[src/huff_pkg.sv]
`default_nettype none

package huff_pkg;

    localparam int unsigned SER_DIV     = 4;         // Clocks per bit slot
    localparam int unsigned TABLE_LAT   = 2;         // Code table read latency
    localparam int unsigned HEADER_BITS = 16;        // Magic byte plus entry count
    localparam int unsigned SLOT_W      = $clog2(SER_DIV);
    localparam int unsigned LAT_W       = $clog2(TABLE_LAT) + 1;

    localparam logic [7:0] EOF_CHAR     = 8'h1A;     // End of file marker
    localparam logic [7:0] HEADER_MAGIC = 8'h48;     // First header byte

    typedef logic [7:0]        char_t;
    typedef logic [127:0]      path_t;               // Sentinel 1 above the code bits
    typedef logic [31:0]       count_t;
    typedef logic [6:0]        path_idx_t;           // Bit position inside a path
    typedef logic [SLOT_W-1:0] slot_t;
    typedef logic [LAT_W-1:0]  lat_t;

    // Header and translate are encoded as 4 and 5
    typedef enum logic [3:0] {
        st_idle      = 4'd0,
        st_header    = 4'd4,
        st_translate = 4'd5,
        st_done      = 4'd6
    } en_state_t;

    typedef struct packed {
        char_t char;                                 // Table index
        path_t path;                                 // Code path for that character
    } code_load_t;

endpackage

`default_nettype wire
[src/huff_encoder_ctrl.sv]
`timescale 1ns/1ns
`default_nettype none

module huff_encoder_ctrl (
    input  logic                 clk,
    input  logic                 rst,
    input  logic                 start,
    input  logic                 head_done,
    input  logic                 fin_state,
    output huff_pkg::en_state_t  en_state,
    output logic                 flush,
    output logic                 done
);

    huff_pkg::en_state_t state_n;
    logic                flush_d;                    // Cycle of the last byte strobe

    always_comb begin
        state_n = en_state;
        case (en_state)
            huff_pkg::st_idle: begin
                if (start) state_n = huff_pkg::st_header;
            end
            huff_pkg::st_header: begin
                if (head_done) state_n = huff_pkg::st_translate;
            end
            huff_pkg::st_translate: begin
                if (fin_state) state_n = huff_pkg::st_done;
            end
            huff_pkg::st_done: begin
                if (start) state_n = huff_pkg::st_header;   // Next file
            end
            default: state_n = huff_pkg::st_idle;
        endcase
    end

    // done waits until the padded last byte has left the serializer
    always_ff @(posedge clk, posedge rst) begin
        if (rst) begin
            en_state <= huff_pkg::st_idle;
            flush    <= 1'b0;
            flush_d  <= 1'b0;
            done     <= 1'b0;
        end else begin
            en_state <= state_n;
            flush    <= (en_state == huff_pkg::st_translate) && fin_state;
            flush_d  <= flush;
            done     <= (state_n == huff_pkg::st_done) && (done || flush_d);
        end
    end

endmodule

`default_nettype wire

[config.mk]
export PLATFORM = sky130hd
export DESIGN_NAME = huff_encoder_ctrl
export DESIGN_NICKNAME = d
export VERILOG_FILES = /design/src/huff_pkg.sv /design/src/huff_encoder_ctrl.sv
export SDC_FILE = /design/constraint.sdc
export NUM_CORES = 1
export LEC_CHECK = 0
export BUFFER_PORTS_ARGS = -buffer_cell sky130_fd_sc_hd__buf_4
export CORE_AREA = 2 2 39 41
export CTS_CLUSTER_SIZE = 14
export DETAILED_ROUTE_END_ITERATION = 8
export DIE_AREA = 0 0 41 43
export SYNTH_ARGS = -nofsm -noshare
export SYNTH_HDL_FRONTEND = slang
export SYNTH_SLANG_ARGS = --single-unit
[constraint.sdc]
create_clock -name clk -period 1.11 [get_ports clk]
set_clock_uncertainty 0.2 [all_clocks]
set_input_delay 0.1665 -clock clk [delete_from_list [all_inputs] [get_ports clk]]
set_output_delay 0.1665 -clock clk [all_outputs]
set_load 0.1 [all_outputs]
# Word-level counts from Yosys, hierarchy flattened
# Cells that the tools add are included.
dict set report word_totals {
  register_bits 7
  input_bits 5
  out_inout_bits 6
  word_cells 17
}
dict set report op_classes {
  muxes 4
  eq_ne 4
  n_reduce_logical 5
}
# op n
set op_table {}
lappend op_table {{$eq A4 B3 Y1 const B} 4}
lappend op_table {{$mux W4} 3}
lappend op_table {{$pmux W4 S3} 1}
lappend op_table {{$logic_not A4 Y1} 1}
lappend op_table {{$logic_and A1 B1 Y1} 2}
lappend op_table {{$reduce_or A2 Y1} 1}
lappend op_table {{$logic_or A1 B1 Y1} 1}

# Depth between registers and ports, before layout
dict set report logic_depth {
  depth_word 5
  ltp_mapped 3
}

# Worst setup path before layout
# Ideal clock, no wire load.
dict set report synth_path {
  kind {register -> register}
  start {register en_state[0]}
  end {register done}
  period_less_slack_ns 1.803
  required_ns 0.775
  t_arrival_ns 1.468
  path_slack_ns -0.693
  stages_incl_launch_ff 4
  cell_sequence {dfrtp_1 -> nand2b_1 -> o22ai_2 -> nor4b_2}
}
dict set report synth_between {
  elab_chain_len 5
  word_cells_on_any_way 11
  cone_classes {eq/ne: 4; mux: 4; reduce/logical: 3}
}
# item line_no
set synth_lines {}
lappend synth_lines {{from (decl)} huff_encoder_ctrl.sv:10} ;# output huff_pkg::en_state_t en_state,
lappend synth_lines {{from (signal assigned)} huff_encoder_ctrl.sv:40} ;# en_state <= huff_pkg::st_idle;
lappend synth_lines {{from (signal assigned)} huff_encoder_ctrl.sv:45} ;# en_state <= state_n;
lappend synth_lines {{$eq A4 B3 Y1 or $logic_not A4 Y1 (tied branches)} huff_encoder_ctrl.sv:20} ;# case (en_state)
lappend synth_lines {{$reduce_or A2 Y1 (no source line)} -}
lappend synth_lines {{$pmux W4 S3 *} huff_encoder_ctrl.sv:20}
lappend synth_lines {{$eq A4 B3 Y1 *} huff_encoder_ctrl.sv:48} ;# done <= (state_n == huff_pkg::st_done) && (done || flush_d);
lappend synth_lines {{$logic_and A1 B1 Y1 *} huff_encoder_ctrl.sv:48}
lappend synth_lines {{to (signal assigned)} huff_encoder_ctrl.sv:48}
lappend synth_lines {{to (decl)} huff_encoder_ctrl.sv:12} ;# output logic done
# Every way passes the cells marked *; elsewhere a longest branch is shown, timed or not.

# Worst setup path in the final report
dict set report layout_path {
  start {register en_state[3]}
  end {output en_state[3]}
}
# No word-level cell between the ends.

==> results by group <==
Die
  – Die ar.: between 1500 and 2000 µm²
  – Die W: 41 µm
  – Row Count: 14
  – Core area: 1380 µm²
  – # IOs: 11
  – Die height: about 43 µm
  – Initial Util: 0.206

Logic synthesis
  – Yosys warns: 0
  – Synth unique cells: 13
  – Register bit total from synthesis: 7
  – Cell Area, Synth: 285 µm²
  – Cells after Synth: 25
  – Syn_area_per_cell: 11.4 µm²
  – Seq/Total Area, Yosys: 0.614
  – Syn nets: 30

Timing
  – Final Max Tran Viols: 0
  – Post-route setup TNS: -1.70 ns
  – Final WS setup: -0.266 ns
  – Final setup fails: 11
  – Final period util: 1.24
  – Crit path time final: 1.38 ns
  – RSZ-0062 raised after global routing: yes
  – Fmax: 727 MHz
  – Hold Slack: about 0.043 ns
  – Hold Fails Final Rpt: 0

Min path
  – Hold WC Path Type: input port to flop
  – Hold path start: start

CTS
  – Worst skew pair latency: 0.25 ns
  – Root Buffer: clkbuf_4
  – TritonCTS Buffers: 3
  – Clk buf depth: 2
  – Worst-path clk slew: 0.06 ns
  – H-tree levels: 1
  – CTS tree: built
  – Clock sink total: 7

Route
  – Post-DRT Antenna Nets: 0
  – DR pass1 iterations: 1
  – WL/cell: 11.7 µm
  – DRT Wirelength: 738 µm
  – Detailed-route via count: 250
  – Initial drt markers: 0
  – Residual DRC: 0
  – Via density: 3.97

Finish
  – Multi-input gate area: 154 µm²
  – Synthesis-to-finish area growth: 120%
  – Fillers: 142
  – Commonest cells after routing, fill and taps aside: buf_4, buf_12, nor2_1, buf_6
  – Ant diodes: 0
  – FF+latch area: 189 µm²
  – Fin cells: 63
  – Fin area: 627 µm²
  – Finished Core Util: 0.453
  – Final nets: 53
  – Fraction of layout cells with a size suffix above 1: 0.681

Global routing
  – Grt ovf: 0
  – Initial antenna violation count: 0
  – Met1 Usage GRT: 0.120
  – Met2 Usage GRT: 0.150
  – GRT Overall Usage: 0.105
  – Largest net degree at the start of global routing: 8
  – First-pass GRT wire length: around 1200 µm
  – Grt met3 use: 0.0733
  – Number of global-route vias before repair: 278
  – Most used routing layer: met2

Pwr
  – Leakage: 0.274 nW
  – Total power draw: 0.659 mW
  – Worst VDD drop: 0.000768 V
  – Power per cell area: roughly 1100 nW/µm²

Placed design
  – Post-DP Area: ~420 µm²
  – # port buffers: 10
  – Placed Cells: 53
  – GP Congestion: 0.683
  – Detail Placement HPWL: 432 µm
  – Pre-CTS WS: -0.139 ns

Status
  – Status: finished with violations
  – Violated checks: setup timing

Job
  – Maxcap violations: 0

Critical path
  – Crit path kind: flop to output pin
  – Setup crit start kind: flop
  – Worst Setup SP: en_state[3]$_DFF_PP0_
  – Crit. End Element: output pin
  – Required @ worst endpoint: around 0.74 ns
  – CP arrival: 1.01 ns
  – Reg2reg start: en_state[0]$_DFF_PP0_
  – CP Max Fanout: 2
-- registers in the layout, indices dropped and copies added, names as in the netlist --
name,count
flush_d,1
en_state,4
done,1
flush,1
-- cell type report --
type	instances	share of cell area
Timing Repair Buffer	18	0.367
Multi-Input combinational cell	16	0.246
Clock buffer	4	0.0419
Tap cell	16	0.0319
Sequential cell	7	0.301
Inverter	2	0.0120
-- power breakdown --
| part | total (mW) | switching [mW] | internal [mW] | leakage, nW |
|---|---|---|---|---|
| Clock | 0.234 | 0.0967 | 0.137 | 0.0150 |
| Sequential | 0.276 | 0.0111 | 0.265 | 0.0861 |
| Combinational | 0.149 | 0.0811 | 0.0674 | 0.173 |
| Total | 0.659 | 0.189 | 0.470 | 0.274 |
-- final timing paths --
| check | endpoint | slack (ns) | cells past startpoint |
|---|---|---|---|
| worst max register to register | done$_DFF_PP0_ | -0.19 | 4 |
| min in group asynchronous | flush$_DFF_PP0_ | 0.19 | 3 |
| worst min register to register | flush_d$_DFF_PP0_ | 0.25 | 0 |
| worst max-delay path | en_state[3] | -0.27 | 2 |
| worst min-delay path | en_state[1]$_DFF_PP0_ | 0.04 | 3 |
| max in group asynchronous | en_state[3]$_DFF_PP0_ | 0.28 | 3 |
-- what timing repair did --
| item | in CTS | in global routing |
|---|---|---|
| hold buffers | 2 | 0 |
| setup endpoints to repair | 11 | 11 |
| pin swaps | 3 | 4 |
| resized for setup | 23 | 6 |
| setup buffers | 2 | 2 |
| endpoints found under the hold margin | 8 | 0 |
-- synth_stat cells --
master    n  share of area
dfrtp_1   7           0.61
nor2_1    5          0.066
inv_1     2          0.026
nand2b_1  2          0.044
a22oi_1   1          0.026
conb_1    1          0.013
mux2i_1   1          0.035
nand2_1   1          0.013
nand2_2   1          0.022
nor2b_1   1          0.022
nor4b_2   1          0.053
o22ai_2   1          0.044
or2_1     1          0.022
-- layer usage --
metal,vias up,share of wire
met5,-,0
met4,0,0
met3,0,0.073
met2,13,0.53
met1,114,0.40
li1,123,-
-- worst max-delay path, cell delays in order (launching register included) --
cell	delay (ns)
dfrtp_4	0.48
buf_6	0.13
buf_12	0.15
-- logic make-up after synthesis --
family,share of synthesized area
multiplexers,0.0351
AND/OR/NAND/NOR,0.241
flip-flops,0.614
AO/OA/AOI/OAI,0.0702
other,0.0131
buffers and inverters,0.0263
Power figures use the tool's default switching activity.
