## config.mk

```make
export PLATFORM = sky130hd
export DESIGN_NAME = huff_header_writer
export DESIGN_NICKNAME = d
export VERILOG_FILES = /design/src/huff_pkg.sv /design/src/huff_header_writer.sv
export SDC_FILE = /design/constraint.sdc
export NUM_CORES = 1
export LEC_CHECK = 0
export ABC_AREA = 1
export BUFFER_PORTS_ARGS = -buffer_cell sky130_fd_sc_hd__clkbuf_2
export CAP_MARGIN = 25
export CORE_AREA = 2 2 48 45
export CTS_CLUSTER_SIZE = 30
export DETAILED_ROUTE_END_ITERATION = 12
export DIE_AREA = 0 0 50 47
export SLEW_MARGIN = 25
export SYNTH_ARGS = -nofsm -noshare
export SYNTH_HDL_FRONTEND = slang
export SYNTH_SLANG_ARGS = --single-unit
```

## constraint.sdc

```tcl
create_clock -name clk -period 2.3 [get_ports clk]
set_input_delay 0.345 -clock clk [delete_from_list [all_inputs] [get_ports clk]]
set_output_delay 0.345 -clock clk [all_outputs]
set_load 0.02 [all_outputs]
```

## src/huff_pkg.sv

```systemverilog
`default_nettype none

package huff_pkg;

    localparam int unsigned SER_DIV     = 4;         // Clocks per bit slot
    localparam int unsigned TABLE_LAT   = 2;         // Code table read latency
    localparam int unsigned HEADER_BITS = 16;        // Magic byte plus entry count
    localparam int unsigned SLOT_W      = $clog2(SER_DIV);
    localparam int unsigned LAT_W       = $clog2(TABLE_LAT) + 1;

    localparam logic [7:0] EOF_CHAR     = 8'h1A;     // End of file marker
    localparam logic [7:0] HEADER_MAGIC = 8'h48;     // First header byte

    typedef logic [7:0]        char_t;
    typedef logic [127:0]      path_t;               // Sentinel 1 above the code bits
    typedef logic [31:0]       count_t;
    typedef logic [6:0]        path_idx_t;           // Bit position inside a path
    typedef logic [SLOT_W-1:0] slot_t;
    typedef logic [LAT_W-1:0]  lat_t;

    // Header and translate are encoded as 4 and 5
    typedef enum logic [3:0] {
        st_idle      = 4'd0,
        st_header    = 4'd4,
        st_translate = 4'd5,
        st_done      = 4'd6
    } en_state_t;

    typedef struct packed {
        char_t char;                                 // Table index
        path_t path;                                 // Code path for that character
    } code_load_t;

endpackage

`default_nettype wire
```

## src/huff_header_writer.sv

```systemverilog
`timescale 1ns/1ns
`default_nettype none

module huff_header_writer (
    input  logic                 clk,
    input  logic                 rst,
    input  huff_pkg::en_state_t  en_state,
    input  logic                 ser_pulse,
    input  huff_pkg::char_t      entry_count,
    output logic                 head_bit,
    output logic                 head_write_en,
    output logic                 head_done
);

    logic [huff_pkg::HEADER_BITS-1:0] hdr_word;
    logic [4:0]                       hdr_cnt;       // Header bits already sent
    logic                             in_header;
    logic                             hdr_full;

    assign in_header = en_state == huff_pkg::st_header;
    assign hdr_word  = {huff_pkg::HEADER_MAGIC, entry_count};
    assign hdr_full  = hdr_cnt == 5'(huff_pkg::HEADER_BITS);

    assign head_write_en = in_header && ser_pulse && !hdr_full;
    assign head_bit      = hdr_word[4'(huff_pkg::HEADER_BITS - 1) - hdr_cnt[3:0]]; // MSB first
    assign head_done     = in_header && hdr_full;

    always_ff @(posedge clk, posedge rst) begin
        if (rst) begin
            hdr_cnt <= '0;
        end else if (!in_header) begin
            hdr_cnt <= '0;                           // Ready for the next file
        end else if (head_write_en) begin
            hdr_cnt <= hdr_cnt + 1'b1;
        end
    end

endmodule

`default_nettype wire

```

### Word-level counts from Yosys, hierarchy flattened

Index checks and enable logic that the tools add are counted.

| cells by class | value |
|---|---|
| reductions and logical operators | 4 |
| eq/ne operators | 3 |
| multiplexer cells | 4 |
| add/sub/neg operators | 2 |
| $lt $le $gt $ge | 1 |

Operators with widths:

| operator | count |
|---|---|
| 5-bit 2-to-1 mux | 2 |
| 5-bit by 1-bit adder with 5-bit output, second input constant | 1 |
| 5-bit equality test, second input constant | 1 |
| 4-bit by 5-bit less-than comparator with 1-bit output, second input constant | 1 |
| 1-bit binary-select mux with 4-bit select | 1 |
| 4-bit by 3-bit equality test with 1-bit output, second input constant | 1 |
| 4-bit subtractor, first input constant | 1 |
| 1-bit logical AND | 3 |
| 2-bit inequality test, second input constant | 1 |
| 1-bit logical NOT | 1 |
| 1-bit 2-to-1 mux | 1 |

| storage, ports and cells | value |
|---|---|
| output and inout port bits | 3 |
| input bits | 15 |
| word-level logic and storage cells | 15 |
| bits in registers | 5 |

### Depth between registers and ports, before layout

| depth | value |
|---|---|
| word-level depth | 5 |
| gate-level depth with buffers | 7 |
| gate-level depth less buffers | 7 |

### Worst setup path after synthesis

Ideal clock, no wire load.

| timing path | value |
|---|---|
| path type | register -> output |
| start point | register hdr_cnt[0] |
| end point | output port head_done |
| stages on the path, launching flop included | 5 |
| arrival time | 1.133 ns |
| data required time | 1.955 ns |
| setup slack | 0.822 ns |
| buffers on the path | 0 |
| cells stage by stage | dfrtp_1 -> inv_2 -> ha_1 -> nand3_2 -> nor2_1 |

| between the ends | value |
|---|---|
| word-level cells in the longest chain between the ends | 2 |

RTL lines:

| item | line | RTL |
|---|---|---|
| start: declaration | huff_header_writer.sv:16 | `logic [4:0] hdr_cnt;` |
| start signal: assignment | huff_header_writer.sv:34 | `hdr_cnt <= hdr_cnt + 1'b1;` |
| 5-bit equality test | huff_header_writer.sv:22 | `assign hdr_full = hdr_cnt == 5'(huff_pkg::HEADER_BITS);` |
| 1-bit logical AND | huff_header_writer.sv:26 | `assign head_done = in_header && hdr_full;` |
| end: declaration | huff_header_writer.sv:12 | `output logic head_done` |

No other way between the ends.

### Worst setup path in the final report

| timing path | value |
|---|---|
| start point | register hdr_cnt[0] |
| end point | output port head_write_en |

| between the ends | value |
|---|---|
| word-level cells in the longest chain between the ends | 3 |

RTL lines:

| item | line | RTL |
|---|---|---|
| 5-bit equality test | huff_header_writer.sv:22 |  |
| 1-bit logical NOT | huff_header_writer.sv:24 | `assign head_write_en = in_header && ser_pulse && !hdr_full;` |
| 1-bit logical AND | huff_header_writer.sv:24 |  |
| end: declaration | huff_header_writer.sv:11 | `output logic head_write_en,` |

No other way between the ends.

==> out/qor.txt <==
DRT Pass-1 Iters -> 4
Vias in the first global route -> 387
Sequential share of power -> 0.397
Sinks on the clock net -> 5
Via density -> 4.07
Main area contributors after synthesis -> dfrtp_1, nand2_1, inv_1, nand3_1, ha_1
FMAX -> 0.527 GHz
Area leader, netlist -> dfrtp_1
Slew margin rel. -> 0.824
Synth top area share -> 0.274
Instance count on the critical path -> 6
DRC viols -> 0
Max reg flops -> 5
Status -> finished clean
Setup tns final -> 0 ns
CTS H-tree lvls -> 1
Mapped Avg Cell Area -> 7.03 um2
Buf/Inv on CP -> 2
Cell Area, Synth -> 457 um2
Placement row count -> 15
Ys flop type -> dfrtp_1
Mean routed wirelength per cell -> 8.23 um
Distinct cells, synth -> 18
RSZ-0062 raised after global routing -> false
Reg clk slew, reported paths -> 0.05 ns
Clock latency on the worst-skew pair -> 0.25 ns
Critical Path RT -> 1.96 ns
Initial antenna violation count -> 0
Resize count post-CTS -> 0
Synth-to-Final Area Change -> 31.0%
Total power -> 0.225 mW
Switching power total -> 0.0550 mW
# diodes -> 0
Seq/Total Area, Yosys -> 0.274
DRT iter0 DRCs -> 3
WL final -> 913 um
Commonest cells in the netlist -> nand2_1, inv_1, nand3_1, nor2_1, dfrtp_1
Layout fillers -> 210
Post-DP HPWL -> 730 um
Register bit total from synthesis -> 5
Top Registers -> hdr_cnt x5
Final design utilization -> 0.322
Vias -> 452
Worst path max stage delay -> 0.47 ns
PortBufs -> 17
Post-route ant nets -> 0
Routability congestion estimate -> 0.800
Warnings, synthesis -> 0
Sw Ratio -> 0.245
I/O pins -> 18
Pin count of the biggest net entering global routing -> 9
Hold depth -> 3
Worst Path Arrival -> 1.55 ns
CTS max path bufs -> 2
Core Area -> 1860 um2
First-pass GRT wire length -> 1610 um
MaxCap Viol Count -> 0
Vert. Die Dim -> 47 um
EDFF count, synth -> 0
Hold Path Class -> in2reg
Setup crit start kind -> flip-flop
Aggregate global routing overflow -> 0
Cell internal pwr -> 0.170 mW
DIE WIDTH -> 50 um
Minimum clock period -> 1.90 ns
Root buf cell -> clkbuf_4
Num CTS Buffers -> 3
Net count reported at finish -> 105
Starting Density -> 0.246
Final Setup Violations -> 0
Most common cell in the netlist -> nand2_1
Die area -> 2350 um2
Largest delay share family, worst path -> flip-flops
Final period utilization -> 0.826
Post-Synthesis Cells -> 65
Crit path kind -> reg2out
Fin Clk Skew -> 0.00867 ns
CTS tree -> done
Combinational share of power -> 0.140
Slowest cell on the critical path -> dfrtp_1
VDD IR-drop max -> 0.000370 V
Worst setup EP type -> output port
Endpoints failing hold -> 0
Share of layout cells above drive strength 1 -> 0.314
Overall Global Routing Usage -> 0.0988
Biggest register -> hdr_cnt
Reg2Reg Depth -> 7
Max Slew Vio Count -> 0
Cell Chain, Critical Path -> inv_2, ha_1, nand3_2, nand2_4, nor2_4, clkbuf_2
P_leak -> 0.325 nW
Crit path max fanout -> 8
Syn_nets -> 83
Clock share of power -> 0.463
Async set-reset flop share out of synthesis -> 1.00
Slew @ Worst Pin -> 0.265 ns
Pwr/cell area -> 376 nW/um2
## through the flow
step	hold WS [ns]	cell area [um2]	instances	setup slack, ns
after floorplan	0.124	457	65	0.822
after global placement	0.232	562	106	0.684
after detailed placement	0.235	562	106	0.674
after CTS	0.402	598	111	0.401
after global routing	0.393	598	111	0.287
final	0.405	598	111	0.401
## layout by cell type (no fill, tap or decap), types with 3 or more instances in the layout
cell type and instances:
clkbuf_2 17, ha_1 3, xor2_1 3, nand3_1 8, clkbuf_4 3, nand2_1 16
nor2_1 6, dfrtp_1 5, o21ai_1 3, inv_1 11
## per-layer routing
metal,part of all wire,GRT usage
met4,0.0088,0.0667
met3,0.11,0.0510
met1,0.50,0.120
met2,0.37,0.137
met5,0,0
## worst min-delay path, delay by kind of cell
family,cells,cell delay (ns)
buffers and inverters,1,0.10
AND/OR/NAND/NOR,2,0.16
## area by class of cell
cell class	count	area, um2	share of cell area
flip-flops and latches	5	125	0.209
well taps	25	31.3	0.0523
repair buffers	18	95.1	0.159
inverters	12	45.0	0.0753
multi-input cells	47	275	0.460
clock buffers	4	26.3	0.0439
## logic make-up (layout without fill, tap and decap cells)
group	count (synthesis)	after routing	synth area share
and+or+nand+nor	37	37	0.419
AOI/OAI and AO/OA	4	4	0.0438
xor gates and xnor gates	3	3	0.0575
DFF	5	5	0.274
buffers and inverters	13	34	0.123
adders and majority gates	3	3	0.0822
## worst paths after layout
path                             startpoint  slack (ns)             to
worst min register to register   hdr_cnt[4]        0.59     hdr_cnt[4]
max in group asynchronous               rst        1.61     hdr_cnt[3]
worst min-delay path            en_state[2]        0.40     hdr_cnt[4]
worst max register to register   hdr_cnt[0]        0.98     hdr_cnt[1]
min in group asynchronous               rst        0.52     hdr_cnt[1]
worst max-delay path             hdr_cnt[0]        0.40  head_write_en
## power groups by stage
stage,logic (mW),clock network (mW),registers [mW]
after floorplan,0.0156,0,0.0904
after global placement,0.0305,0,0.0905
after detailed placement,0.0305,0,0.0906
after CTS,0.0321,0.108,0.0892
after global routing,0.0362,0.117,0.0892
final,0.0315,0.104,0.0893
## timing repair
action | 4_1_cts | 5_1_grt
endpoints found under the hold margin | 5 | 0
setup buffers | 0 | 0
hold buffers | 1 | 0
endpoints found under the setup margin | 0 | 0
Note: power is estimated with default switching activity, not from simulation.
