File: src/huff_pkg.sv
`default_nettype none

package huff_pkg;

    localparam int unsigned SER_DIV     = 4;         // Clocks per bit slot
    localparam int unsigned TABLE_LAT   = 2;         // Code table read latency
    localparam int unsigned HEADER_BITS = 16;        // Magic byte plus entry count
    localparam int unsigned SLOT_W      = $clog2(SER_DIV);
    localparam int unsigned LAT_W       = $clog2(TABLE_LAT) + 1;

    localparam logic [7:0] EOF_CHAR     = 8'h1A;     // End of file marker
    localparam logic [7:0] HEADER_MAGIC = 8'h48;     // First header byte

    typedef logic [7:0]        char_t;
    typedef logic [127:0]      path_t;               // Sentinel 1 above the code bits
    typedef logic [31:0]       count_t;
    typedef logic [6:0]        path_idx_t;           // Bit position inside a path
    typedef logic [SLOT_W-1:0] slot_t;
    typedef logic [LAT_W-1:0]  lat_t;

    // Header and translate are encoded as 4 and 5
    typedef enum logic [3:0] {
        st_idle      = 4'd0,
        st_header    = 4'd4,
        st_translate = 4'd5,
        st_done      = 4'd6
    } en_state_t;

    typedef struct packed {
        char_t char;                                 // Table index
        path_t path;                                 // Code path for that character
    } code_load_t;

endpackage

`default_nettype wire
File: src/huff_bit_serializer.sv
`timescale 1ns/1ns
`default_nettype none

module huff_bit_serializer (
    input  logic                 clk,
    input  logic                 rst,
    input  huff_pkg::en_state_t  en_state,
    input  logic                 write_bit,
    input  logic                 input_valid,
    input  logic                 flush,
    output logic                 ser_pulse,
    output huff_pkg::char_t      byte_out,
    output logic                 byte_valid
);

    huff_pkg::slot_t slot_cnt;
    huff_pkg::char_t acc;                            // Pending bits in the low end
    logic [2:0]      bit_cnt;
    logic            active;

    assign active    = (en_state == huff_pkg::st_header) ||
                       (en_state == huff_pkg::st_translate);
    assign ser_pulse = active && (slot_cnt == huff_pkg::slot_t'(huff_pkg::SER_DIV - 1));

    always_ff @(posedge clk, posedge rst) begin
        if (rst) begin
            slot_cnt <= '0;
        end else if (!active || ser_pulse) begin
            slot_cnt <= '0;
        end else begin
            slot_cnt <= slot_cnt + 1'b1;
        end
    end

    always_ff @(posedge clk, posedge rst) begin
        if (rst) begin
            bit_cnt    <= '0;
            byte_valid <= 1'b0;
        end else begin
            byte_valid <= 1'b0;
            if (input_valid) begin
                bit_cnt <= bit_cnt + 1'b1;           // Wraps after a full byte
                if (bit_cnt == 3'd7) byte_valid <= 1'b1;
            end else if (flush) begin
                bit_cnt <= '0;
                if (bit_cnt != 3'd0) byte_valid <= 1'b1;
            end
        end
    end

    always_ff @(posedge clk) begin
        if (input_valid) begin
            acc <= {acc[6:0], write_bit};
            if (bit_cnt == 3'd7) byte_out <= {acc[6:0], write_bit};
        end else if (flush && bit_cnt != 3'd0) begin
            byte_out <= acc << (4'd8 - {1'b0, bit_cnt});   // Zero pad the low bits
        end
    end

    a_valid_in_slot: assert property (@(posedge clk) disable iff (rst)
        input_valid |-> ser_pulse)
        else $error("Bit offered outside a bit slot");

endmodule

`default_nettype wire

File: config.mk
export PLATFORM = sky130hd
export DESIGN_NAME = huff_bit_serializer
export DESIGN_NICKNAME = d
export VERILOG_FILES = /design/src/huff_pkg.sv /design/src/huff_bit_serializer.sv
export SDC_FILE = /design/constraint.sdc
export NUM_CORES = 1
export LEC_CHECK = 0
export ABC_AREA = 1
export BUFFER_PORTS_ARGS = -buffer_cell sky130_fd_sc_hd__buf_4
export CORE_MARGIN = 3
export CORE_UTILIZATION = 55
export CTS_BUF_LIST = sky130_fd_sc_hd__clkbuf_4 sky130_fd_sc_hd__clkbuf_8 sky130_fd_sc_hd__clkbuf_16
export DETAILED_ROUTE_END_ITERATION = 8
export PLACE_DENSITY = 0.78
export SLEW_MARGIN = 20
export SYNTH_ARGS = -nofsm -noshare
export SYNTH_HDL_FRONTEND = slang
export SYNTH_SLANG_ARGS = --single-unit
File: constraint.sdc
create_clock -name clk -period 4.3 [get_ports clk]
set_clock_uncertainty 0.1 [all_clocks]
set_input_delay 0.43 -clock clk [delete_from_list [all_inputs] [get_ports clk]]
set_output_delay 0.43 -clock clk [all_outputs]
set_load 0.005 [all_outputs]
# --- Word-level counts from Yosys, hierarchy flattened ---
# Cells that the tools add are included.
totals:
  reg_bits: 22
  in_bits: 9
  elab_cells: 33
classes:
  n_addsub: 3
  n_eq_ne: 5
  shifts: 1
  n_mux: 10
  n_reduce_logical: 9
ops:
  columns: ["operator", "count"]
  rows:
  - ["8-bit two-way mux", 3]
  - ["4-bit by 3-bit equality test with 1-bit output (second input constant)", 2]
  - ["8-bit by 4-bit << shifter with 8-bit output", 1]
  - ["3-bit two-way mux", 2]
  - ["1-bit two-way mux", 4]
  - ["2-bit nonzero test", 2]
  - ["4-bit by 3-bit subtractor with 4-bit output (first input constant)", 1]
  - ["3-bit by 1-bit adder with 3-bit output (second input constant)", 1]
  - ["3-bit equality test (second input constant)", 1]
  - ["3-bit nonzero test", 1]
  - ["2-bit by 1-bit adder with 2-bit output (second input constant)", 1]
  - ["2-bit equality test (second input constant)", 1]
  - ["1-bit logical AND", 2]
  - ["1-bit logical OR", 2]
  - ["2-bit two-way mux", 1]
  - ["2-bit by 1-bit != test with 1-bit output (second input constant)", 1]
  - ["2-bit AND reduction", 1]
  - ["1-bit zero test", 1]

# --- Logic depth before layout (Yosys ltp) ---
depth:
  word_depth: 5
  depth_mapped: 8

# --- Worst setup path after synthesis ---
# Ideal clock, no wire load.
synth_timing:
  kind: "register -> register"
  startpoint: "register bit_cnt[0]"
  endpoint: "register byte_out[5], data pin"
  arrival_ps: 1253
  required_ps: 3941
  slack_ps: 2689
  stages_incl_launch_ff: 8
  n_path_buf: 0
  period_less_slack_ps: 1611
  path_cell_list: "dfrtp_1 inv_2 ha_1 ha_1 inv_1 nor2_4 nand2_1 nand3_1"
synth_via:
  elab_chain_len: 4
synth_rtl:
  columns: ["element", "line_no", "text"]
  rows:
  - ["start: declaration", "huff_bit_serializer.sv:18", "logic [2:0] bit_cnt;"]
  - ["start signal: assignment", "huff_bit_serializer.sv:42", "bit_cnt <= bit_cnt + 1'b1;"]
  - ["4-bit by 3-bit subtractor with 4-bit output", "huff_bit_serializer.sv:56", "byte_out <= acc << (4'd8 - {1'b0, bit_cnt});"]
  - ["8-bit by 4-bit << shifter with 8-bit output", "huff_bit_serializer.sv:56", null]
  - ["8-bit two-way mux", "huff_bit_serializer.sv:55", "end else if (flush && bit_cnt != 3'd0) begin"]
  - ["8-bit two-way mux", "huff_bit_serializer.sv:52", "if (input_valid) begin"]
  - ["end signal: assignment", "huff_bit_serializer.sv:54", "if (bit_cnt == 3'd7) byte_out <= {acc[6:0], write_bit};"]
  - ["end signal: assignment", "huff_bit_serializer.sv:56", null]
  - ["end: declaration", "huff_bit_serializer.sv:12", "output huff_pkg::char_t byte_out,"]
# Every way passes these cells. The select of a mux whose other input is x is not followed.
# A chain may end at the register's enable or synchronous reset.

# --- Worst setup path in the final report ---
layout_timing:
  startpoint: "register bit_cnt[0]"
  endpoint: "register byte_out[6], data pin"
# The elaborated chain is that of the path after synthesis.

==> run metrics <==
# Max-Cap Violations=0; Clk pin slew, worst setup/hold paths=0.12 ns; WL/cell=11.5 µm; Detail Route Antenna Nets=0; hold_sp=write_bit; Critical Path AT=2.14 ns; CORE AREA=0.00198 mm²; most common cell after layout, fill and taps aside=nand2_1; syn_nets=142; DRC viols=0; GP Congestion=0.839; R2R depth=7; Die Area=0.00272 mm²; critical path class=reg2reg; first-pass GRT wire length=3440 µm; WHS=0.210 ns; compound-cell area share of the yosys netlist=0.0267; largest net degree at the start of global routing=18; P&R area growth vs syn=15.5%; Seq/Total Area, Yosys=0.538; routed vias=867; filler instances=158; post-synthesis simple-gate area fraction=0.300; CTS sink count=22; CP Launch Type=flop; Slew headroom=0.697; TNS Setup=0 ns; pre-CTS setup slack=2.13 ns; fin. max-slew vios=0; Antenna Cells=0; Worst path max stage delay=0.64 ns; die width=52.2 µm; CTS tree=done; clk root buf=clkbuf_4; Setup Fix Bufs, Post-CTS=0; reg2reg start=bit_cnt[0]$_DFFE_PP0P_; H-tree levels=1; DRT Wirelength=2000 µm; overall routing resource usage=0.174; Worst VDD drop=0.000217 V; Synth Register Bits=22; synthesized area=0.00117 mm²; commonest cells after routing, fill and taps aside=nand2_1, buf_4, inv_1, nand3_1, edfxtp_1; DP HPWL=1520 µm; Final setup viols=0; initial core utilization=0.592; fin crit share=0.507; slowest CP cell=dfrtp_1; drt pass-1 iters=4; Worst Tran Pin Value=0.455 ns; Synth Instances=128; via-per-instance ratio=4.98; share of synthesized area spent on multiplexers=0; Crit. End Element=flop; Tmin final=2.18 ns; synth unique cells=21; Site Rows=16; Yosys warnings=0; syn_area_per_cell=9.16 µm²; IO Pins=19; largest family of logic cells by synthesized area=simple AND/OR/NAND/NOR gates; CP required=4.26 ns; grt total ovfl=0; antenna violations before repair=0; layout cells sized above 1=0.218; XOR/XNOR Fraction of Synth Area=0; final net count=162; RSZ-0062 raised after global routing=false; clock latency on the worst-skew pair=0.30 ns; Critical R2R Capture=byte_out[6]$_DFFE_PP_; Crit Path Max Fanout=12; I/O Buffers=17; Worst Setup Slack, final=2.12 ns; final hold vios=0; # hold bufs at CTS=1; DR iter-0 viols=13; Reg2Reg Setup Slack=2.12 ns; Die Y=52.2 µm; hold crit path type=in2reg; total power draw=0.534 mW; TritonCTS Buffers=3; critical-path cell list=inv_2 -> ha_1 -> inv_2 -> nand3_1 -> nand2_1 -> nand2_1 -> nand3_1; hold depth=1; Hold Path End=acc[0]$_DFFE_PP_; Final Instance Area=0.00135 mm²; Adder-Cell Fraction of Synth Area=0.0534; CTS Buffer Depth=2; Placed Area=0.00131 mm²; fmax=459 MHz; status=finished, final reports clean; PwrDens=395 mW/mm²; vias in the first global route=828; CTS-repair resized insts=0; static leakage=0.655 nW
synth_stat cells (all sizes together):
| cell type | number | share of area |
|---|---|---|
| nor2 | 8 | 0.046 |
| dfrtp | 6 | 0.13 |
| o22ai | 1 | 0.0053 |
| edfxtp | 16 | 0.41 |
| o21ai | 5 | 0.021 |
| nand3 | 16 | 0.068 |
| nor4 | 1 | 0.0053 |
| nand2 | 45 | 0.16 |
| nor3 | 1 | 0.0085 |
| nand3b | 2 | 0.013 |
| inv | 19 | 0.065 |
| buf | 3 | 0.017 |
| ha | 5 | 0.053 |
critical path: cells and delay by family (launching register included):
| kind | cells | cell delay [ns] |
|---|---|---|
| adder cells (fa/ha/maj) | 1 | 0.51 |
| buffers and inverters | 2 | 0.34 |
| AND/OR/NAND/NOR | 4 | 0.35 |
| flip-flops | 1 | 0.64 |
per-stage QoR:
stage,instances,util
floorplan,128,-
global placement,169,0.663
detailed placement,169,0.663
CTS,174,0.683
global route,174,0.683
finish,174,0.683
worst max path at each step:
stage,from,end,slack [ns],depth (start not counted)
after floorplan,bit_cnt[0]$_DFFE_PP0P_,byte_out[5]$_DFFE_PP_,2.69,7
after global placement,bit_cnt[0]$_DFFE_PP0P_,byte_out[6]$_DFFE_PP_,2.23,7
after detailed placement,bit_cnt[0]$_DFFE_PP0P_,byte_out[6]$_DFFE_PP_,2.13,7
after CTS,bit_cnt[0]$_DFFE_PP0P_,byte_out[6]$_DFFE_PP_,2.12,7
after global routing,bit_cnt[0]$_DFFE_PP0P_,byte_out[6]$_DFFE_PP_,1.93,7
final,bit_cnt[0]$_DFFE_PP0P_,byte_out[6]$_DFFE_PP_,2.12,7
where the power goes:
| group | leakage, nW | switching (mW) | internal (mW) |
|---|---|---|---|
| sequential | 0.233 | 0.0132 | 0.254 |
| clock | 0.0184 | 0.0596 | 0.0425 |
| combinational | 0.404 | 0.102 | 0.0638 |
area by class of cell:
| class | count | area, µm² | share of cell area |
|---|---|---|---|
| flip-flops and latches | 22 | 631 | 0.466 |
| multi-input cells | 84 | 445 | 0.329 |
| repair buffers | 18 | 138 | 0.102 |
| inverters | 19 | 76.3 | 0.0564 |
| well taps | 27 | 33.8 | 0.0250 |
| clock buffers | 4 | 30.0 | 0.0222 |
metal layers:
layer | part of all wire | track usage
met2 | 0.49 | 0.287
met5 | 0 | 0
met1 | 0.43 | 0.222
met3 | 0.055 | 0.0342
met4 | 0.018 | 0.0766
registers in the layout, summed over array words and instances (netlist names):
| signal | flops |
|---|---|
| slot_cnt | 2 |
| bit_cnt | 3 |
| acc | 8 |
| byte_out | 8 |
| byte_valid | 1 |
kinds of logic after synthesis:
| group | count (synthesis) |
|---|---|
| adders and majority gates | 5 |
| AOI/OAI and AO/OA | 6 |
| and+or+nand+nor | 73 |
| DFF | 22 |
| buffers and inverters | 22 |
Power figures use the tool's default switching activity.
