### config.mk
export PLATFORM = sky130hd
export DESIGN_NAME = huff_translation
export DESIGN_NICKNAME = d
export VERILOG_FILES = /design/src/huff_pkg.sv /design/src/huff_translation.sv
export SDC_FILE = /design/constraint.sdc
export NUM_CORES = 1
export LEC_CHECK = 0
export BUFFER_PORTS_ARGS = -buffer_cell sky130_fd_sc_hd__buf_2
export CAP_MARGIN = 20
export CORE_UTILIZATION = 52
export DETAILED_ROUTE_END_ITERATION = 10
export PLACE_DENSITY = 0.9
export SLEW_MARGIN = 20
export SYNTH_ARGS = -nofsm -noshare
export SYNTH_HDL_FRONTEND = slang
export SYNTH_SLANG_ARGS = --single-unit
### constraint.sdc
create_clock -name clk -period 4.55 [get_ports clk]
set_input_delay 0 -clock clk [delete_from_list [all_inputs] [get_ports clk]]
set_output_delay 0 -clock clk [all_outputs]
set_load 0.1 [all_outputs]
### src/huff_pkg.sv
`default_nettype none

package huff_pkg;

    localparam int unsigned SER_DIV     = 4;         // Clocks per bit slot
    localparam int unsigned TABLE_LAT   = 2;         // Code table read latency
    localparam int unsigned HEADER_BITS = 16;        // Magic byte plus entry count
    localparam int unsigned SLOT_W      = $clog2(SER_DIV);
    localparam int unsigned LAT_W       = $clog2(TABLE_LAT) + 1;

    localparam logic [7:0] EOF_CHAR     = 8'h1A;     // End of file marker
    localparam logic [7:0] HEADER_MAGIC = 8'h48;     // First header byte

    typedef logic [7:0]        char_t;
    typedef logic [127:0]      path_t;               // Sentinel 1 above the code bits
    typedef logic [31:0]       count_t;
    typedef logic [6:0]        path_idx_t;           // Bit position inside a path
    typedef logic [SLOT_W-1:0] slot_t;
    typedef logic [LAT_W-1:0]  lat_t;

    // Header and translate are encoded as 4 and 5
    typedef enum logic [3:0] {
        st_idle      = 4'd0,
        st_header    = 4'd4,
        st_translate = 4'd5,
        st_done      = 4'd6
    } en_state_t;

    typedef struct packed {
        char_t char;                                 // Table index
        path_t path;                                 // Code path for that character
    } code_load_t;

endpackage

`default_nettype wire
### src/huff_translation.sv
`timescale 1ns/1ns
`default_nettype none

module huff_translation (
    input  logic                 clk,
    input  logic                 rst,
    input  huff_pkg::en_state_t  en_state,
    input  huff_pkg::count_t     tot_char,
    input  huff_pkg::char_t      char_in,
    input  huff_pkg::path_t      path,
    input  logic                 sram_complete,
    input  logic                 ser_pulse,
    input  logic                 head_bit,
    input  logic                 head_write_en,
    output logic                 write_bit,
    output logic                 next_char,
    output logic                 input_valid,
    output logic                 pulse,
    output logic                 fin_state,
    output huff_pkg::char_t      char_index
);

    typedef enum logic [2:0] {
        ph_count,                                    // Character count bits
        ph_lookup,                                   // Check char and request its path
        ph_wait,                                     // Table read in flight
        ph_send,                                     // Code bits below the sentinel
        ph_fin
    } phase_t;

    phase_t              phase;
    phase_t              phase_n;
    huff_pkg::path_idx_t bit_idx;
    huff_pkg::path_idx_t bit_idx_n;
    huff_pkg::path_idx_t top_pos;                    // Sentinel position
    logic                in_translate;

    assign char_index   = char_in;
    assign in_translate = en_state == huff_pkg::st_translate;

    // Highest set bit of the path marks where the code starts
    always_comb begin
        top_pos = '0;
        for (int i = 0; i < 128; i++) begin
            if (path[i]) top_pos = huff_pkg::path_idx_t'(i);
        end
    end

    always_comb begin
        phase_n     = phase;
        bit_idx_n   = bit_idx;
        write_bit   = 1'b0;
        input_valid = 1'b0;
        next_char   = 1'b0;
        pulse       = 1'b0;
        fin_state   = 1'b0;

        if (en_state == huff_pkg::st_header) begin
            if (ser_pulse && head_write_en) begin
                write_bit   = head_bit;              // Header bits pass straight through
                input_valid = 1'b1;
            end
        end else if (in_translate) begin
            case (phase)
                ph_count: begin
                    if (ser_pulse) begin
                        write_bit   = tot_char[bit_idx[4:0]];
                        input_valid = 1'b1;
                        bit_idx_n   = bit_idx - 1'b1;
                        if (bit_idx == '0) phase_n = ph_lookup;
                    end
                end
                ph_lookup: begin
                    next_char = 1'b1;                // EOF is consumed as well
                    if (char_in == huff_pkg::EOF_CHAR) begin
                        phase_n = ph_fin;
                    end else begin
                        pulse   = 1'b1;
                        phase_n = ph_wait;
                    end
                end
                ph_wait: begin
                    if (sram_complete) begin
                        bit_idx_n = top_pos - 1'b1;  // First bit below the sentinel
                        phase_n   = ph_send;
                    end
                end
                ph_send: begin
                    if (ser_pulse) begin
                        write_bit   = path[bit_idx];
                        input_valid = 1'b1;
                        bit_idx_n   = bit_idx - 1'b1;
                        if (bit_idx == '0) phase_n = ph_lookup;
                    end
                end
                ph_fin: fin_state = 1'b1;
                default: phase_n = ph_count;
            endcase
        end
    end

    always_ff @(posedge clk, posedge rst) begin
        if (rst) begin
            phase   <= ph_count;
            bit_idx <= 7'd31;
        end else if (in_translate) begin
            phase   <= phase_n;
            bit_idx <= bit_idx_n;
        end else begin
            phase   <= ph_count;                     // Rearm for the next file
            bit_idx <= 7'd31;
        end
    end

    a_fin_no_bit: assert property (@(posedge clk) disable iff (rst)
        !(fin_state && input_valid))
        else $error("Bit written while finishing");

    a_fin_to_done: assert property (@(posedge clk) disable iff (rst)
        fin_state |=> en_state == huff_pkg::st_done)
        else $error("Controller missed fin_state");

endmodule

`default_nettype wire

After elaboration in Yosys (flattened, before gate mapping)
Cells that the tools add are included.
Widths: inputs -> output; s select.

cells by class
  $add $sub $neg = 2
  order comparisons = 2
  equality and inequality tests = 13
  mux-type cells = 164
  reduce and logical (&&, ||, !) cells = 6

operators with widths
  operator             count
  $mux 7               130
  $mux 1               23
  $mux 3               6
  $pmux 7 s2           1
  $sub 7x1->7 const B  2
  $pmux 3 s4           1
  $eq 4x3->1 const B   2
  $eq 8x5->1 const B   1
  $lt 7x8->1 const B   1
  $bmux 1 s7           1
  $logic_not 7->1      1
  $eq 3x2->1 const B   2
  $lt 5x6->1 const B   1
  $ne 3x2->1 const B   2
  $ne 3x3->1 const B   2
  $bmux 1 s5           1
  $reduce_and 5->1     1
  $ne 2x2->1 const B   2
  $reduce_and 4->1     1
  $eq 3x1->1 const B   1
  $eq 3x3->1 const B   1
  $logic_not 3->1      1
  $pmux 1 s2           1
  $reduce_or 2->1      1
  $logic_and 1x1->1    1

storage, ports and cells
  register bits after elaboration = 10
  input port bits = 178
  output and inout bits = 13

Logic depth before layout (Yosys ltp)
  word-level depth = 132
  mapped depth = 13

Least setup slack after synthesis
Ideal clock, no wire load.

  path type = flip-flop to output port
  start point = register bit_idx[0]
  end point = output write_bit
  arrival = 5.046 ns
  data required time = 4.550 ns
  setup slack = -0.496 ns
  stages on the path, launching flop included = 10
  buffers on the path = 2
  path through = dfstp_2 -> buf_4 -> buf_2 -> mux2i_1 -> o221ai_1 -> o22ai_1 -> or4b_1 -> o41ai_1 -> nor4_1 -> o41ai_1

on the way
  word-level cells in the longest chain between the ends = 6
  elaborated cells on any way between the ends = 9
  classes of those cells = 9 x mux

RTL lines
  item                                      RTL line                                        RTL
  start: declaration                        huff_translation.sv:33                          huff_pkg::path_idx_t bit_idx;
  start signal: assignment                  huff_translation.sv:108                         bit_idx <= bit_idx_n;
  $bmux 1 s7 or $bmux 1 s5 (tied branches)  huff_translation.sv:90, huff_translation.sv:67
  $mux 1 (on tied branches)                 huff_translation.sv:90, huff_translation.sv:67
  $mux 1 (on tied branches)                 huff_translation.sv:89, huff_translation.sv:66
  $pmux 1 s2 (*)                            huff_translation.sv:64                          case (phase)
  $mux 1 (*)                                huff_translation.sv:63                          end else if (in_translate) begin
  $mux 1 (*)                                huff_translation.sv:58                          if (en_state == huff_pkg::st_header) begin
  end: declaration                          huff_translation.sv:15                          output logic write_bit,

Every way passes the cells marked *; elsewhere a longest branch is shown, timed or not. The select of a mux whose other input is x is not followed.

Worst setup path after layout
  start point = register bit_idx[1]
  end point = output write_bit

Same word-level chain as after synthesis.

==> out/summary.txt <==
Top FF cell, synth = dfstp_2
CTS tree = built
Fmax = 254 MHz
Slew margin rel. = 44.7%
Post-synth EDFFs = 0
Number of vias per cell = 6.60
Gr ovfl total = 0
Dominant cell type by area after synthesis = mux4_2
# IOs = 191
Crit path kind = register to primary output
# rows = 31
Post-DP HPWL = 11300 um
Gate Count Post-Synth = 519
Final Wtd Congestion = 0.924
Synth async-reset ratio = 100%
Wire per inst = 18.0 um
Tot Pwr = 484 uW
First-pass GRT wire length = 22200 um
Cell variety after synth = 83
Post-Route Setup TNS = 0 ns
Cell area after synthesis = 3880 um2
Post_cts resized = 0
Status = completed
Initial core utilization = 53.8%
Drt drc = 0
Port buffer count = 190
Unrepaired setup endpoints after global routing = false
Syn_nets = 698
Layout cells sized above 1 = 34.5%
Width of the die = 88.4 um
Most frequent cell after synthesis = nor2_1
Worst skew pair latency = 0.23 ns
Drt first pass iters = 5
Startpoint type of the worst setup path = register
Top-area cell type share of the netlist area = 11.0%
Worst-Margin Slew = 0.830 ns
Via count = 5182
Final Non-Filler Cells = 785
Minimum clock period after layout = 3.93 ns
CTS root buf = clkbuf_8
WP data arrival = 3.93 ns
Drt total wl = 14100 um
Fin. Hold Viols = 0
Tcrit/Tclk final = 86.4%
Hold Path Class = input pin to register
Antenna diode count = 0
Hold_ws = 0.110 ns
Iteration-0 DRC Markers = 475
Die height = 88.4 um
Leak Pwr = 0.00223 uW
Vias in the first global route = 4653
Initial antenna violation count = 0
Clk buf depth = 2
Yosys warns = 0
Clk_skew = 0.00511 ns
Critical Path RT = 4.55 ns
Register clock-pin slew on the reported worst setup and hold paths = 0.05 ns
Syn Area/Cell = 7.48 um2
Final setup vio count = 0
Commonest cells post-synth = 61 x nor2_1, 44 x a21oi_1, 41 x mux2i_1
Total of max-cap violations = 0
CTS buffer count = 3
Antenna-violating nets left = 0
Gr usage total = 35.6%
Area growth syn-to-layout = 25.0%
H-tree Lvls = 1
Top post-synthesis cells by area = mux4_2 11%, mux2i_1 11%, nor2_1 5.9%
CP Max Fanout = 24
Seq/Total Area, Yosys = 6.61%
Core Region = 7210 um2
Peak supply drop = 0.0000994 V
NumNets Final = 866
Pins Over Slew Limit = 0
Cell Pwr Density = 99.7 nW/um2
Synthesis-stage register bit count = 10
Die Area = 7810 um2
Sink Count = 10
Placed cell count = 780
Largest net degree at the start of global routing = 54
CP endpoint kind = primary output
-- layer usage --
metal | up-vias | part of all wire [%] | global-route usage [%]
met3 | 41 | 9.2 | 4.85
met5 | - | 0 | 0
met4 | 0 | 2.1 | 11.3
li1 | 2450 | - | -
met1 | 2375 | 40 | 45.5
met2 | 316 | 48 | 62.1
-- metrics by stage --
stage | worst slack, ns | area [um2] | utilization, %
2_1_floorplan | 0.843 | 3890 | -
3_3_place_gp | 1.14 | 4790 | 66.5
3_5_place_dp | 0.968 | 4790 | 66.5
4_1_cts | 0.676 | 4850 | 67.2
5_1_grt | 0.481 | 4850 | 67.2
6_report | 0.619 | 4850 | 67.2
-- timing repair --
item | in CTS | in global routing
hold buffers | 1 | 0
buffers inserted | 0 | 0
endpoints found under the hold margin | 5 | 0
-- flip-flops by register name, indices dropped and copies added (netlist names) --
name / cells
bit_idx: 7
phase: 3
-- critical path: stages (launching register included) --
cell,delay (ns)
dfstp_2,0.94
nand2b_1,0.62
o221ai_1,0.46
o22ai_1,0.15
or4b_1,0.53
o41ai_1,0.09
nor4_1,0.13
o41ai_2,0.25
buf_2,0.49
-- logic make-up after synthesis --
kind of cell,count (synthesis),share of synthesized area (%)
AO/OA/AOI/OAI,168,30.4
XOR/XNOR,6,1.35
adder cells (fa/ha/maj),1,0.322
buffers and inverters,55,7.16
flip-flops,10,6.61
multiplexers,61,22.3
AND/OR/NAND/NOR,218,31.9
-- power breakdown --
part           switching, uW  internal, uW
clock                   32.0          61.1
combinational            169           125
sequential              6.72          90.2
-- worst paths after layout --
kind                             from          to  slack [ns]  cells after the start
max in group asynchronous         rst  bit_idx[4]        3.96                      3
hold reg to reg            bit_idx[6]  bit_idx[6]        0.61                      2
min in group asynchronous         rst    phase[1]        0.28                      3
hold / removal             char_in[0]    phase[2]        0.11                      4
setup / recovery           bit_idx[1]   write_bit        0.62                      8
setup reg to reg           bit_idx[0]  bit_idx[6]        1.42                      8
-- cells in the final DEF (no fill, tap or decap), types with 3 or more instances in the layout --
master and instances:
a211o_1 4, a211oi_1 5, a21oi_1 44, a31oi_1 4, and2_1 3, buf_2 190, clkbuf_8 3, dfrtp_1 5
dfstp_2 4, inv_1 26, mux2i_1 41, mux4_2 19, nand2_1 20, nand2b_1 7, nand3_1 5, nand3b_1 3
nand4_1 5, nor2_1 61, nor2b_1 7, nor3_1 31, nor3b_1 3, nor4_1 32, nor4b_1 6, o2111ai_1 3
o211ai_1 9, o21a_1 4, o21ai_0 18, o21bai_1 4, o221ai_1 22, o22ai_1 11, o311ai_0 3, o31a_1 3
o31ai_1 5, or2_1 3, or4_1 10, xnor2_1 4
-- layout make-up --
cell class | count | area (um2)
inverter | 26 | 97.6
fill | 653 | 2360
clock buffer | 4 | 45.0
multi-input combinational | 454 | 3350
tap | 99 | 124
sequential | 10 | 260
timing repair buffer | 192 | 968
Power figures use the tool's default switching activity.
